===== src/logic/video_pkg.sv =====
`default_nettype none

package video_pkg;

  // colour depth, split evenly over red, green and blue
  localparam int PIXEL_BITS = 12;
  localparam int CHAN_BITS = PIXEL_BITS / 3;

  // raster coordinates wide enough for the full blanking interval
  localparam int COORD_BITS = 4;

  // red in the top nibble, blue in the bottom one
  typedef logic [PIXEL_BITS-1:0] pixel_t;

  typedef logic [CHAN_BITS-1:0] chan_t;

  // x or y position in the raster or the frame
  typedef logic [COORD_BITS-1:0] coord_t;

endpackage

`default_nettype wire


===== src/logic/axil_pkg.sv =====
`default_nettype none

package axil_pkg;

  localparam int ADDR_BITS = 8;
  localparam int DATA_BITS = 16;

  // word address, one pixel per word
  typedef logic [ADDR_BITS-1:0] addr_t;

  // pixel in the low bits, upper bits zero
  typedef logic [DATA_BITS-1:0] data_t;

  typedef logic [DATA_BITS/8-1:0] strb_t;

  typedef logic [1:0] resp_t;

  localparam resp_t RESP_OKAY = 2'b00;

endpackage

`default_nettype wire


===== src/logic/test_pattern_gen.sv =====
`timescale 1ns/1ns
`default_nettype none

module test_pattern_gen #(
  parameter int H_VISIBLE = 8,
  parameter int V_VISIBLE = 4
) (
  input  logic              clk,
  input  logic              reset,
  input  logic              swap,
  input  video_pkg::pixel_t pattern_base,
  input  logic              pix_ready,
  output logic              pix_valid,
  output axil_pkg::addr_t   pix_addr,
  output video_pkg::pixel_t pix_color,
  output logic              frame_last
);

  video_pkg::coord_t x;
  video_pkg::coord_t y;
  video_pkg::pixel_t base;
  video_pkg::pixel_t offset;
  logic              active;
  logic              last_pix;

  assign last_pix = (x == H_VISIBLE - 1) && (y == V_VISIBLE - 1);

  // row-major index doubles as the write address and the colour offset
  assign offset     = video_pkg::pixel_t'(y * H_VISIBLE + x);
  assign pix_addr   = axil_pkg::addr_t'(y * H_VISIBLE + x);
  assign pix_color  = base + offset;
  assign pix_valid  = active;
  assign frame_last = active && last_pix;

  always_ff @(posedge clk) begin
    if (reset || swap) begin
      // a new frame starts with the base that is current right now
      x      <= '0;
      y      <= '0;
      base   <= pattern_base;
      active <= 1'b1;
    end else if (pix_valid && pix_ready) begin
      if (last_pix) begin
        // frame done, wait for the buffers to change roles
        active <= 1'b0;
      end else if (x == H_VISIBLE - 1) begin
        x <= '0;
        y <= y + 1'b1;
      end else begin
        x <= x + 1'b1;
      end
    end
  end

endmodule

`default_nettype wire


===== src/logic/fb_writer.sv =====
`timescale 1ns/1ns
`default_nettype none

module fb_writer (
  input  logic              clk,
  input  logic              reset,
  input  logic              pix_valid,
  output logic              pix_ready,
  input  axil_pkg::addr_t   pix_addr,
  input  video_pkg::pixel_t pix_color,
  output axil_pkg::addr_t   prod_awaddr,
  output logic              prod_awvalid,
  input  logic              prod_awready,
  output axil_pkg::data_t   prod_wdata,
  output axil_pkg::strb_t   prod_wstrb,
  output logic              prod_wvalid,
  input  logic              prod_wready,
  input  logic              prod_bvalid,
  input  axil_pkg::resp_t   prod_bresp,
  output logic              prod_bready,
  output logic              wr_idle
);

  typedef enum logic [1:0] {
    WR_IDLE,
    WR_SEND,
    WR_RESP
  } wr_state_t;

  wr_state_t         state;
  logic              aw_pend;
  logic              w_pend;
  axil_pkg::addr_t   addr_q;
  video_pkg::pixel_t color_q;
  logic              aw_done;
  logic              w_done;

  assign pix_ready    = (state == WR_IDLE);
  assign wr_idle      = (state == WR_IDLE);
  assign prod_awaddr  = addr_q;
  assign prod_awvalid = aw_pend;
  assign prod_wdata   = axil_pkg::data_t'(color_q);
  assign prod_wstrb   = '1;
  assign prod_wvalid  = w_pend;
  assign prod_bready  = (state == WR_RESP);

  // a channel counts as done once it has no handshake left to make
  assign aw_done = !aw_pend || prod_awready;
  assign w_done  = !w_pend || prod_wready;

  always_ff @(posedge clk) begin
    if (reset) begin
      state   <= WR_IDLE;
      aw_pend <= 1'b0;
      w_pend  <= 1'b0;
    end else begin
      case (state)
        WR_IDLE: begin
          if (pix_valid) begin
            aw_pend <= 1'b1;
            w_pend  <= 1'b1;
            state   <= WR_SEND;
          end
        end
        WR_SEND: begin
          // address and data may be accepted in different cycles
          if (prod_awready) begin
            aw_pend <= 1'b0;
          end
          if (prod_wready) begin
            w_pend <= 1'b0;
          end
          if (aw_done && w_done) begin
            state <= WR_RESP;
          end
        end
        WR_RESP: begin
          // every response is OKAY, so bresp carries nothing to act on
          if (prod_bvalid) begin
            state <= WR_IDLE;
          end
        end
        default: state <= WR_IDLE;
      endcase
    end
  end

  always_ff @(posedge clk) begin
    if (pix_valid && pix_ready) begin
      addr_q  <= pix_addr;
      color_q <= pix_color;
    end
  end

endmodule

`default_nettype wire


===== src/logic/dbuf_mem_ctrl.sv =====
`timescale 1ns/1ns
`default_nettype none

module dbuf_mem_ctrl #(
  parameter int FRAME_WORDS = 32
) (
  input  logic            clk,
  input  logic            reset,
  input  logic            swap,
  input  axil_pkg::addr_t prod_awaddr,
  input  logic            prod_awvalid,
  output logic            prod_awready,
  input  axil_pkg::data_t prod_wdata,
  input  axil_pkg::strb_t prod_wstrb,
  input  logic            prod_wvalid,
  output logic            prod_wready,
  output logic            prod_bvalid,
  output axil_pkg::resp_t prod_bresp,
  input  logic            prod_bready,
  input  axil_pkg::addr_t cons_araddr,
  input  logic            cons_arvalid,
  output logic            cons_arready,
  output axil_pkg::data_t cons_rdata,
  output axil_pkg::resp_t cons_rresp,
  output logic            cons_rvalid,
  input  logic            cons_rready
);

  localparam int IDX_BITS = $clog2(FRAME_WORDS);

  axil_pkg::data_t bank0 [FRAME_WORDS];
  axil_pkg::data_t bank1 [FRAME_WORDS];

  // set when bank 1 is displayed and bank 0 is drawn into
  logic            front;
  logic            wr_fire;
  logic [IDX_BITS-1:0] wr_idx;
  logic [IDX_BITS-1:0] rd_idx;
  axil_pkg::data_t rd_word;

  // address and data are taken in the same cycle, once no B is waiting
  assign prod_awready = prod_awvalid && prod_wvalid && !prod_bvalid;
  assign prod_wready  = prod_awready;
  assign wr_fire      = prod_awready;
  assign prod_bresp   = axil_pkg::RESP_OKAY;

  assign cons_arready = 1'b1;
  assign cons_rresp   = axil_pkg::RESP_OKAY;

  // wstrb is ignored, every write covers the whole word
  assign wr_idx  = prod_awaddr[IDX_BITS-1:0];
  assign rd_idx  = cons_araddr[IDX_BITS-1:0];
  assign rd_word = front ? bank1[rd_idx] : bank0[rd_idx];

  always_ff @(posedge clk) begin
    if (reset) begin
      front <= 1'b1;
    end else if (swap) begin
      front <= !front;
    end
  end

  // writes land in the back bank
  always_ff @(posedge clk) begin
    if (wr_fire) begin
      if (front) begin
        bank0[wr_idx] <= prod_wdata;
      end else begin
        bank1[wr_idx] <= prod_wdata;
      end
    end
  end

  always_ff @(posedge clk) begin
    if (reset) begin
      prod_bvalid <= 1'b0;
    end else if (wr_fire) begin
      prod_bvalid <= 1'b1;
    end else if (prod_bready) begin
      prod_bvalid <= 1'b0;
    end
  end

  // read data stays put while rready is low
  always_ff @(posedge clk) begin
    if (reset) begin
      cons_rvalid <= 1'b0;
    end else if (cons_arvalid) begin
      cons_rvalid <= 1'b1;
    end else if (cons_rready) begin
      cons_rvalid <= 1'b0;
    end
  end

  always_ff @(posedge clk) begin
    if (cons_arvalid) begin
      cons_rdata <= rd_word;
    end
  end

endmodule

`default_nettype wire


===== src/logic/fb_pixel_stream.sv =====
`timescale 1ns/1ns
`default_nettype none

module fb_pixel_stream #(
  parameter int H_VISIBLE   = 8,
  parameter int V_VISIBLE   = 4,
  parameter int H_TOTAL     = 12,
  parameter int V_TOTAL     = 6,
  parameter int HSYNC_START = 9,
  parameter int HSYNC_LEN   = 2,
  parameter int VSYNC_START = 4,
  parameter int VSYNC_LEN   = 1
) (
  input  logic             clk,
  input  logic             reset,
  input  logic             disp_en,
  input  logic             swap,
  output axil_pkg::addr_t  cons_araddr,
  output logic             cons_arvalid,
  input  logic             cons_arready,
  input  axil_pkg::data_t  cons_rdata,
  input  axil_pkg::resp_t  cons_rresp,
  input  logic             cons_rvalid,
  output logic             cons_rready,
  output logic             pix_out_valid,
  output video_pkg::chan_t red,
  output video_pkg::chan_t grn,
  output video_pkg::chan_t blu,
  output logic             hsync,
  output logic             vsync
);

  typedef enum logic [1:0] {
    ST_IDLE,
    ST_ADDR,
    ST_DATA
  } st_t;

  st_t               state;
  video_pkg::coord_t x;
  video_pkg::coord_t y;
  logic              visible;
  logic              swap_pend;
  logic              slot_done;
  video_pkg::pixel_t shown;

  assign visible = (x < H_VISIBLE) && (y < V_VISIBLE);

  // blank slots still read so every slot takes the same path
  assign cons_araddr  = visible ? axil_pkg::addr_t'(y * H_VISIBLE + x) : '0;
  assign cons_arvalid = (state == ST_ADDR);
  assign cons_rready  = (state == ST_DATA);

  // only OKAY comes back, so rresp does not change what is shown
  assign slot_done     = (state == ST_DATA) && cons_rvalid;
  assign pix_out_valid = slot_done;

  assign shown = visible ? video_pkg::pixel_t'(cons_rdata[video_pkg::PIXEL_BITS-1:0]) : '0;
  assign red   = shown[11:8];
  assign grn   = shown[7:4];
  assign blu   = shown[3:0];

  // sync levels follow the slot position
  assign hsync = (x >= HSYNC_START) && (x < HSYNC_START + HSYNC_LEN);
  assign vsync = (y >= VSYNC_START) && (y < VSYNC_START + VSYNC_LEN);

  always_ff @(posedge clk) begin
    if (reset) begin
      state     <= ST_IDLE;
      swap_pend <= 1'b0;
    end else begin
      case (state)
        ST_IDLE: begin
          // a swap seen mid-slot costs one extra idle cycle here
          if (swap_pend) begin
            swap_pend <= 1'b0;
          end else if (disp_en && !swap) begin
            state <= ST_ADDR;
          end
        end
        ST_ADDR: begin
          if (swap) begin
            swap_pend <= 1'b1;
          end
          if (cons_arready) begin
            state <= ST_DATA;
          end
        end
        ST_DATA: begin
          if (swap) begin
            swap_pend <= 1'b1;
          end
          if (cons_rvalid) begin
            state <= ST_IDLE;
          end
        end
        default: state <= ST_IDLE;
      endcase
    end
  end

  // raster position moves on once per completed read
  always_ff @(posedge clk) begin
    if (reset) begin
      x <= '0;
      y <= '0;
    end else if (slot_done) begin
      if (x == H_TOTAL - 1) begin
        x <= '0;
        if (y == V_TOTAL - 1) begin
          y <= '0;
        end else begin
          y <= y + 1'b1;
        end
      end else begin
        x <= x + 1'b1;
      end
    end
  end

endmodule

`default_nettype wire


===== src/logic/frame_swap_ctrl.sv =====
`timescale 1ns/1ns
`default_nettype none

module frame_swap_ctrl (
  input  logic clk,
  input  logic reset,
  input  logic frame_last,
  input  logic frame_last_taken,
  input  logic wr_idle,
  input  logic vsync,
  output logic swap,
  output logic disp_en
);

  logic last_d;
  logic first_ready;
  logic vsync_q;
  logic vsync_fall;
  logic pend;
  logic req;

  assign vsync_fall = vsync_q && !vsync;

  // first swap once the first frame is in, then one per vsync end
  assign req  = (first_ready && !disp_en) || (disp_en && (pend || vsync_fall));
  assign swap = req && wr_idle;

  always_ff @(posedge clk) begin
    if (reset) begin
      last_d      <= 1'b0;
      first_ready <= 1'b0;
      vsync_q     <= 1'b0;
      pend        <= 1'b0;
      disp_en     <= 1'b0;
    end else begin
      // frame_last_taken is the pixel handshake on the writer input
      last_d      <= frame_last && frame_last_taken;
      first_ready <= first_ready || last_d;
      vsync_q     <= vsync;
      if (swap) begin
        pend    <= 1'b0;
        disp_en <= 1'b1;
      end else if (disp_en && vsync_fall) begin
        // writer still busy, hold the request
        pend <= 1'b1;
      end
    end
  end

endmodule

`default_nettype wire


===== src/logic/gfx_demo_dbuf.sv =====
`timescale 1ns/1ns
`default_nettype none

module gfx_demo_dbuf #(
  parameter int H_VISIBLE   = 8,
  parameter int V_VISIBLE   = 4,
  parameter int H_TOTAL     = 12,
  parameter int V_TOTAL     = 6,
  parameter int HSYNC_START = 9,
  parameter int HSYNC_LEN   = 2,
  parameter int VSYNC_START = 4,
  parameter int VSYNC_LEN   = 1,
  parameter int FRAME_WORDS = 32
) (
  input  logic              clk,
  input  logic              reset,
  input  video_pkg::pixel_t pattern_base,
  output logic              pix_out_valid,
  output video_pkg::chan_t  red,
  output video_pkg::chan_t  grn,
  output video_pkg::chan_t  blu,
  output logic              hsync,
  output logic              vsync
);

  // pattern generator to writer
  logic              pix_valid;
  logic              pix_ready;
  axil_pkg::addr_t   pix_addr;
  video_pkg::pixel_t pix_color;
  logic              frame_last;
  logic              pix_taken;

  // write link
  axil_pkg::addr_t   prod_awaddr;
  logic              prod_awvalid;
  logic              prod_awready;
  axil_pkg::data_t   prod_wdata;
  axil_pkg::strb_t   prod_wstrb;
  logic              prod_wvalid;
  logic              prod_wready;
  logic              prod_bvalid;
  axil_pkg::resp_t   prod_bresp;
  logic              prod_bready;

  // read link
  axil_pkg::addr_t   cons_araddr;
  logic              cons_arvalid;
  logic              cons_arready;
  axil_pkg::data_t   cons_rdata;
  axil_pkg::resp_t   cons_rresp;
  logic              cons_rvalid;
  logic              cons_rready;

  logic              wr_idle;
  logic              swap;
  logic              disp_en;

  assign pix_taken = pix_valid && pix_ready;

  test_pattern_gen #(
    .H_VISIBLE(H_VISIBLE),
    .V_VISIBLE(V_VISIBLE)
  ) u_pattern (
    .clk         (clk),
    .reset       (reset),
    .swap        (swap),
    .pattern_base(pattern_base),
    .pix_ready   (pix_ready),
    .pix_valid   (pix_valid),
    .pix_addr    (pix_addr),
    .pix_color   (pix_color),
    .frame_last  (frame_last)
  );

  fb_writer u_writer (
    .clk         (clk),
    .reset       (reset),
    .pix_valid   (pix_valid),
    .pix_ready   (pix_ready),
    .pix_addr    (pix_addr),
    .pix_color   (pix_color),
    .prod_awaddr (prod_awaddr),
    .prod_awvalid(prod_awvalid),
    .prod_awready(prod_awready),
    .prod_wdata  (prod_wdata),
    .prod_wstrb  (prod_wstrb),
    .prod_wvalid (prod_wvalid),
    .prod_wready (prod_wready),
    .prod_bvalid (prod_bvalid),
    .prod_bresp  (prod_bresp),
    .prod_bready (prod_bready),
    .wr_idle     (wr_idle)
  );

  dbuf_mem_ctrl #(
    .FRAME_WORDS(FRAME_WORDS)
  ) u_mem (
    .clk         (clk),
    .reset       (reset),
    .swap        (swap),
    .prod_awaddr (prod_awaddr),
    .prod_awvalid(prod_awvalid),
    .prod_awready(prod_awready),
    .prod_wdata  (prod_wdata),
    .prod_wstrb  (prod_wstrb),
    .prod_wvalid (prod_wvalid),
    .prod_wready (prod_wready),
    .prod_bvalid (prod_bvalid),
    .prod_bresp  (prod_bresp),
    .prod_bready (prod_bready),
    .cons_araddr (cons_araddr),
    .cons_arvalid(cons_arvalid),
    .cons_arready(cons_arready),
    .cons_rdata  (cons_rdata),
    .cons_rresp  (cons_rresp),
    .cons_rvalid (cons_rvalid),
    .cons_rready (cons_rready)
  );

  fb_pixel_stream #(
    .H_VISIBLE  (H_VISIBLE),
    .V_VISIBLE  (V_VISIBLE),
    .H_TOTAL    (H_TOTAL),
    .V_TOTAL    (V_TOTAL),
    .HSYNC_START(HSYNC_START),
    .HSYNC_LEN  (HSYNC_LEN),
    .VSYNC_START(VSYNC_START),
    .VSYNC_LEN  (VSYNC_LEN)
  ) u_stream (
    .clk          (clk),
    .reset        (reset),
    .disp_en      (disp_en),
    .swap         (swap),
    .cons_araddr  (cons_araddr),
    .cons_arvalid (cons_arvalid),
    .cons_arready (cons_arready),
    .cons_rdata   (cons_rdata),
    .cons_rresp   (cons_rresp),
    .cons_rvalid  (cons_rvalid),
    .cons_rready  (cons_rready),
    .pix_out_valid(pix_out_valid),
    .red          (red),
    .grn          (grn),
    .blu          (blu),
    .hsync        (hsync),
    .vsync        (vsync)
  );

  frame_swap_ctrl u_swap (
    .clk             (clk),
    .reset           (reset),
    .frame_last      (frame_last),
    .frame_last_taken(pix_taken),
    .wr_idle         (wr_idle),
    .vsync           (vsync),
    .swap            (swap),
    .disp_en         (disp_en)
  );

endmodule

`default_nettype wire


===== config.mk =====
export PLATFORM = sky130hd
export DESIGN_NAME = gfx_demo_dbuf
export DESIGN_NICKNAME = d
export VERILOG_FILES = /design/src/logic/video_pkg.sv /design/src/logic/axil_pkg.sv /design/src/logic/test_pattern_gen.sv /design/src/logic/fb_writer.sv /design/src/logic/dbuf_mem_ctrl.sv /design/src/logic/fb_pixel_stream.sv /design/src/logic/frame_swap_ctrl.sv /design/src/logic/gfx_demo_dbuf.sv
export SDC_FILE = /design/constraint.sdc
export NUM_CORES = 1
export LEC_CHECK = 0
export BUFFER_PORTS_ARGS = -buffer_cell sky130_fd_sc_hd__buf_2
export CORE_MARGIN = 3
export CORE_UTILIZATION = 50
export DETAILED_ROUTE_END_ITERATION = 6
export PLACE_DENSITY = 0.65
export SLEW_MARGIN = 20
export SYNTH_ARGS = -nofsm -noshare
export SYNTH_HDL_FRONTEND = slang
export SYNTH_SLANG_ARGS = --single-unit

===== constraint.sdc =====
create_clock -name clk -period 9.15 [get_ports clk]
set_input_delay 0.4575 -clock clk [delete_from_list [all_inputs] [get_ports clk]]
set_output_delay 0.4575 -clock clk [all_outputs]
set_load 0.03 [all_outputs]

; ---- After elaboration in Yosys (flattened, before gate mapping)
; Memory sizes are Yosys's and may differ from the RTL's.
; Index checks and enable logic that the tools add are counted.
[op_classes]
addsub = 7
multipliers = 0
n_div = 0
magnitude_cmp = 6
n_eq_ne = 16
shift = 0
n_mux = 29
n_bitwise = 1
reduce_logical = 42
[ops]
columns = cell, n
row1 = 2-to-1 mux 12 bit, 2
row2 = adder 4 x 1 -> 4 bit (second input constant), 4
row3 = logical AND 1 bit, 15
row4 = 2-to-1 mux 1 bit, 13
row5 = adder 12 x 8 -> 12 bit, 1
row6 = 2-to-1 mux 2 bit, 6
row7 = 2-to-1 mux 4 bit, 3
row8 = inequality test 2 x 1 -> 1 bit (second input constant), 6
row9 = case mux 2 bit (3 select lines), 2
row10 = AND reduction 3 bit, 4
row11 = adder 7 x 4 -> 8 bit, 1
row12 = equality test 4 x 3 -> 1 bit (second input constant), 2
row13 = < comparator 4 x 3 -> 1 bit (second input constant), 2
row14 = < comparator 4 bit (second input constant), 2
row15 = AND reduction 2 bit, 4
row16 = nonzero test 2 bit, 4
row17 = zero test 1 bit, 6
row18 = adder 5 x 4 -> 5 bit, 1
row19 = logical OR 1 bit, 5
row20 = 2-to-1 mux 5 bit, 1
row21 = equality test 2 x 1 -> 1 bit (second input constant), 2
row22 = equality test 2 bit (second input constant), 2
row23 = equality test 4 x 2 -> 1 bit (second input constant), 1
row24 = equality test 4 bit (second input constant), 1
row25 = 7 further kinds, 11
[totals]
reg_bits = 72
latch_bits = 0
ram_bits = 768
romBits = 0
input_bits = 14
out_inout_bits = 15
elab_cells = 124
n_memories = 2
[memory_table]
columns = memory, words, word_bits, read_ports, rd_clocked_by_memory_dff, wr, line
row1 = u_mem.bank0, 32, 12, 1, 0, 1, dbuf_mem_ctrl.sv:31  ; axil_pkg::data_t bank0 [FRAME_WORDS];
row2 = u_mem.bank1, 32, 12, 1, 0, 1, dbuf_mem_ctrl.sv:32  ; axil_pkg::data_t bank1 [FRAME_WORDS];

; ---- Logic depth before layout (Yosys ltp)
[logic_depth]
ltp_word = 13
depth_mapped = 10
ltp_nobuf = 9

; ---- Modules after synthesis
; Synthesis repeated with hierarchy kept, for this count alone.
[unflattened]
cells_unflattened = 2074
hier_area_um2 = 43060.0
[by_module_without_submodules]
columns = module, instances, cells_each, area_per_inst_um2, seq_area_each_um2
row1 = dbuf_mem_ctrl, 1, 1785, 39920.8, 31290.0
row2 = test_pattern_gen, 1, 116, 1265.0, 540.5
row3 = fb_writer, 1, 53, 870.8, 680.7
row4 = fb_pixel_stream, 1, 100, 819.5, 220.2
row5 = frame_swap_ctrl, 1, 19, 177.7, 100.1
row6 = gfx_demo_dbuf, 1, 1, 6.3, 0.0

; ---- Worst setup path after synthesis
; No wires, ideal clock.
[synth_timing]
path_kind = reg-to-reg
start = register u_writer.state[1]
end = register u_pattern.y[3]
setup_time_ns = 0.148
t_arrival_ns = 3.054
t_required_ns = 9.002
path_slack_ns = 5.948
stages_incl_launch_ff = 9
period_less_slack_ns = 3.202
cell_sequence = dfxtp_1 buf_2 nor3b_1 a21boi_0 and2_0 clkbuf_1 nand4_1 xor2_1 nor2_1
[synth_between]
elab_chain_len = 3
[synth_rtl]
columns = item, line
row1 = start: declaration, fb_writer.sv:30  ; wr_state_t state;
row2 = start signal: assignment, fb_writer.sv:53  ; state <= WR_IDLE;
row3 = start signal: assignment, fb_writer.sv:62  ; state <= WR_SEND;
row4 = start signal: assignment, fb_writer.sv:74  ; state <= WR_RESP;
row5 = zero test 2 bit, fb_writer.sv:38  ; assign pix_ready = (state == WR_IDLE);
row6 = logical AND 1 bit, -
row7 = named net pix_taken, gfx_demo_dbuf.sv:32  ; logic pix_taken;
row8 = AND reduction 3 bit (no line), -
row9 = end signal: assignment, test_pattern_gen.sv:48  ; y <= y + 1'b1;
row10 = end: declaration, test_pattern_gen.sv:20  ; video_pkg::coord_t y;
; The timed path passes the listed nets, and every way through them passes these cells.
; A chain may end at the register's enable or synchronous reset.

; ---- Final worst setup path
[layout_timing]
start = register u_stream.x[3]
end = register u_mem.cons_rdata[8] (data pin)
[layout_between]
elab_chain_len = 5
[layout_rtl]
columns = item, line
row1 = start: declaration, fb_pixel_stream.sv:40  ; video_pkg::coord_t x;
row2 = start signal: assignment, fb_pixel_stream.sv:116  ; x <= x + 1'b1;
row3 = < comparator 4 bit, fb_pixel_stream.sv:47  ; assign visible = (x < H_VISIBLE) && (y < V_VISIBLE);
row4 = logical AND 1 bit, fb_pixel_stream.sv:47
row5 = 2-to-1 mux 5 bit (*), fb_pixel_stream.sv:50  ; assign cons_araddr = visible ? axil_pkg::addr_t'(y * H_VISIBLE + x) : '0;
row6 = "memory read (32 x 12 bit), on equally long branches", -
row7 = 2-to-1 mux 12 bit (*), dbuf_mem_ctrl.sv:53  ; assign rd_word = front ? bank1[rd_idx] : bank0[rd_idx];
row8 = named net u_mem.rd_word[8], dbuf_mem_ctrl.sv:39  ; axil_pkg::data_t rd_word;
row9 = end signal: assignment, dbuf_mem_ctrl.sv:97  ; cons_rdata <= rd_word;
row10 = end: declaration, dbuf_mem_ctrl.sv:23  ; output axil_pkg::data_t cons_rdata,
; Mark *: on every way through the listed nets, which the timed path passes. The rest lies on a longest branch.

==> flow_metrics.py <==
metrics = {
    "timing": {
        "final-max-slew-violation-count": 0,
        "tightest_slew_ps": 1109,
        "period_share_pct": 47.86,
        "fin_worst_skew_ps": 24.37,
        "relSlewSlack_pct": 25.80,
        "whs_ps": 217.4,
        "fin_crit_ps": 4380,
        "rsz0062_at_grt": "false",
        "setup_viol_count_final": 0,
        "hold_viol": 0,
        "setup_tns_ps": 0,
        "fmax_mhz": 228.3,
    },
    "global_routing": {
        "antenna_found_initial": 1,
        "grt_pass1_vias": 21020,
        "grt_pass1_wl_mm": 135.9,
        "grt.overflow.total": 0,
        "grt_max_degree": 201,
        "grt_usage_pct": 25.55,
    },
    "flow_run": {
        "max-cap-violations": 0,
    },
    "detailed_routing": {
        "vias": 21740,
        "wire_per_inst_um": 27.59,
        "ant_nets": 0,
        "routed_wl_mm": 92.09,
        "drt_iter0_markers": 2299,
        "viasPerCell": 6.512,
        "drt_first_pass_iters": 5,
        "drcViolationCount": 0,
    },
    "power_and_ir_drop": {
        "p_clk_share_pct": 38.8,
        "swShare_pct": 23.47,
        "ir_drop_mv": 0.1453,
        "p_int_mw": 6.644,
        "power_density_nw_per_um2": 227.7,
        "p_leak_nw": 11.63,
        "switchingPower_mw": 2.037,
        "p_comb_share_pct": 7.1,
        "pwr-share-seq_pct": 54.1,
    },
    "floorplanning": {
        "initial_utilization_pct": 50.83,
        "io_pins": 29,
        "fp.dieH_um": 268.2,
        "core.rowCount": 95,
        "die_w_um": 268.2,
        "die-area_um2": 71930,
        "core_um2": 67630,
    },
    "synthesis": {
        "ys.warnings.count": 0,
        "synth_area_um2": 34380,
        "ys_ff_latch": 840,
        "synth_cell_types": 63,
        "synth_top_cell_by_area": "edfxtp_1",
        "ys_seq_area_share_pct": 72.48,
        "synth_nets": 2441,
        "syn_inst": 2407,
        "synth_top_area_share_pct": 70.67,
        "synth_edf_count": 809,
        "avgSynthCellArea_um2": 14.28,
        "ys_top_cells_by_area": "edfxtp_1, nor2_1, o221ai_1",
        "ys.flop_type": "edfxtp_1",
        "synthArstFlopShare_pct": 0,
    },
    "critical_path": {
        "slowest_stage": "nor4b_1",
        "ff2ff_path_depth": 7,
        "critical_path.cell_chain": "ha_1, nor4b_1, nand3_1, a221oi_1, a211oi_1, a41oi_1, nor3_2",
        "start_kind": "register",
        "worst-setup-path-type": "reg -> reg",
        "crit_family": "simple AND/OR/NAND/NOR gates",
        "timing.rr.start": "u_stream.x[3]",
        "crit_buf_inv": 0,
        "slowest_delay_ps": 790,
        "critPathArrivalTime_ps": 4730,
        "end_kind": "register",
        "cp.depth": 7,
        "critPathRequiredTime_ps": 9500,
        "crit_fanout": 13,
        "cp-startpoint": "u_stream.x[3]",
    },
    "worst_hold_path": {
        "hp-class": "in -> reg",
        "min-delay-start": "reset",
        "worstHoldPathCells": 2,
    },
    "cts": {
        "clk_path_buf_depth": 3,
        "post_cts_buffers": 0,
        "cts_buffers": 86,
        "clk_latency_ps": 640,
        "cts_tree": "done",
        "cts_root_buf": "clkbuf_16",
        "tritoncts_num_sinks": 840,
        "clk_pin_slew_ps": 60,
        "htree_levels": 3,
    },
    "placement": {
        "portBuffers": 28,
        "placed_area_um2": 35220,
        "place_hpwl_mm": 53.71,
        "place_congestion": 0.8664,
    },
    "final_layout": {
        "antenna_cells": 0,
        "final_nets": 2430,
        "finish.instance_area_um2": 38120,
        "layout-drive-gt1-share_pct": 12.94,
        "n_fill_cell": 5267,
        "syn2layout_area_growth_pct": 10.89,
    },
    "status": {
        "outcome": "finished clean",
    },
}
flip-flops by register name, summed over array words and instances (netlist names):
name	flops
u_pattern.x	4
u_swap.first_ready	1
u_mem.front	1
u_swap.vsync_q	1
u_pattern.y	4
u_mem.prod_bvalid	1
u_mem.bank0	384
u_mem.bank1	384
u_stream.swap_pend	1
u_writer.prod_awaddr	5
u_stream.y	4
u_stream.state	2
u_swap.pend	1
u_stream.x	4
u_writer.state	2
u_writer.prod_awvalid	1
u_writer.color_q	12
u_swap.disp_en	1
u_mem.cons_rvalid	1
u_pattern.base	12
u_pattern.pix_valid	1
u_swap.last_d	1
u_mem.cons_rdata	12
Yosys cell counts, types with 10 or more instances:
cell,n
edfxtp_1,809
nor2_1,241
nand2_1,126
clkbuf_1,102
o221ai_1,95
a211oi_1,78
a21oi_1,76
nand3_1,66
o21ai_0,62
or2_2,51
o22ai_1,49
buf_2,47
o21bai_1,47
a22oi_1,45
nor3_1,41
inv_1,39
dfxtp_1,31
nand2b_1,30
mux2i_1,29
o311ai_0,26
a311oi_1,24
o2111ai_1,23
a221oi_1,22
a31oi_1,22
buf_1,19
ha_1,19
nand4_1,16
and2_1,14
xnor2_1,14
a41oi_1,13
a2bb2oi_1,12
a221o_1,11
a32oi_1,11
nor3_2,11
buf_6,10
worst paths after layout:
| path | slack, ps | endpoint |
|---|---|---|
| max | 4770 | u_mem.cons_rdata[8] |
| min | 220 | u_mem.cons_rvalid |
| max reg2reg | 4770 | u_mem.cons_rdata[8] |
| min reg2reg | 450 | u_swap.first_ready |
final cells by class:
class | instances | area, µm² | share of cell area [%]
tap | 873 | 1092 | 2.865
sequential | 840 | 24920 | 65.38
timing repair buffer | 83 | 615.6 | 1.615
multi-input combinational | 1346 | 8665 | 22.73
clock buffer | 118 | 2346 | 6.154
clock inverter | 39 | 334.1 | 0.8764
inverter | 39 | 146.4 | 0.3840
what timing repair did:
item                                    in CTS  in global routing
hold buffers                                12                  0
gates resized for setup                      0                  0
endpoints found under the setup margin       0                  0
endpoints found under the hold margin       12                  0
power by group through the flow:
stage | logic [mW] | clock network, mW | registers [mW]
2_1_floorplan | 0.139 | 0 | 4.89
3_3_place_gp | 0.571 | 0 | 4.77
3_5_place_dp | 0.606 | 0 | 4.78
4_1_cts | 0.610 | 3.40 | 4.70
5_1_grt | 0.651 | 3.55 | 4.71
6_report | 0.613 | 3.37 | 4.70
cell usage in the layout, fill, tap and decap left out, types with 14 or more instances in the layout:
master	synthesis	layout
o311ai_0	26	26
clkinv_1	0	18
a311oi_1	24	24
buf_2	47	28
buf_4	4	40
clkbuf_1	102	28
a31oi_1	22	22
dfxtp_1	31	29
edfxtp_1	809	809
o21ai_0	62	62
o221ai_1	95	95
nand2_1	126	126
nand4_1	16	16
nor2_2	0	55
a21oi_1	76	76
a211oi_1	78	78
nor3_1	41	38
o21bai_1	47	47
nor2_1	241	186
nand3_1	66	66
clkbuf_16	0	89
and2_1	14	14
or2_2	51	51
o22ai_1	49	49
nand2b_1	30	30
inv_1	39	38
a22oi_1	45	45
a221oi_1	22	22
mux2i_1	29	29
o2111ai_1	23	23
ha_1	19	19
xnor2_1	14	14
worst reg2reg max path: cells and delay by family (launching register included):
family | cells | cell delay, ps
adders and majority gates | 1 | 500
AOI/OAI and AO/OA | 3 | 1340
and+or+nand+nor | 3 | 1580
DFF | 1 | 650
routing by layer:
layer | global-route usage [%] | vias up | part of all wire [%] | wire length, µm
met5 | 0 | - | 0 | 0
met3 | 5.631 | 195 | 9.1 | 8390
met4 | 8.681 | 0 | 3.5 | 3240
met2 | 40.84 | 1066 | 47 | 43550
li1 | - | 9493 | - | -
met1 | 35.03 | 10980 | 40 | 36910
kinds of logic (layout without fill, tap and decap cells):
logic type / count (synthesis) / in the layout / share of synthesized area, %
flops: 840 / 840 / 72.48
compound gates: 639 / 639 / 13.62
simple gates: 634 / 634 / 8.808
buf+inv: 221 / 279 / 2.846
mux: 31 / 31 / 0.9427
xor+xnor: 22 / 22 / 0.5605
fa+ha+maj: 20 / 20 / 0.7498
stage by stage:
stage	utilization [%]	std cells	total power, mW	setup WS [ps]
detailed placement	52.08	3167	5.386	4832
finish	56.36	3338	8.681	4771
global placement	51.95	3165	5.345	4857
CTS	56.22	3336	8.712	4798
floorplan	-	2407	5.034	5948
global route	56.36	3338	8.909	4507
Power figures use the tool's default switching activity.
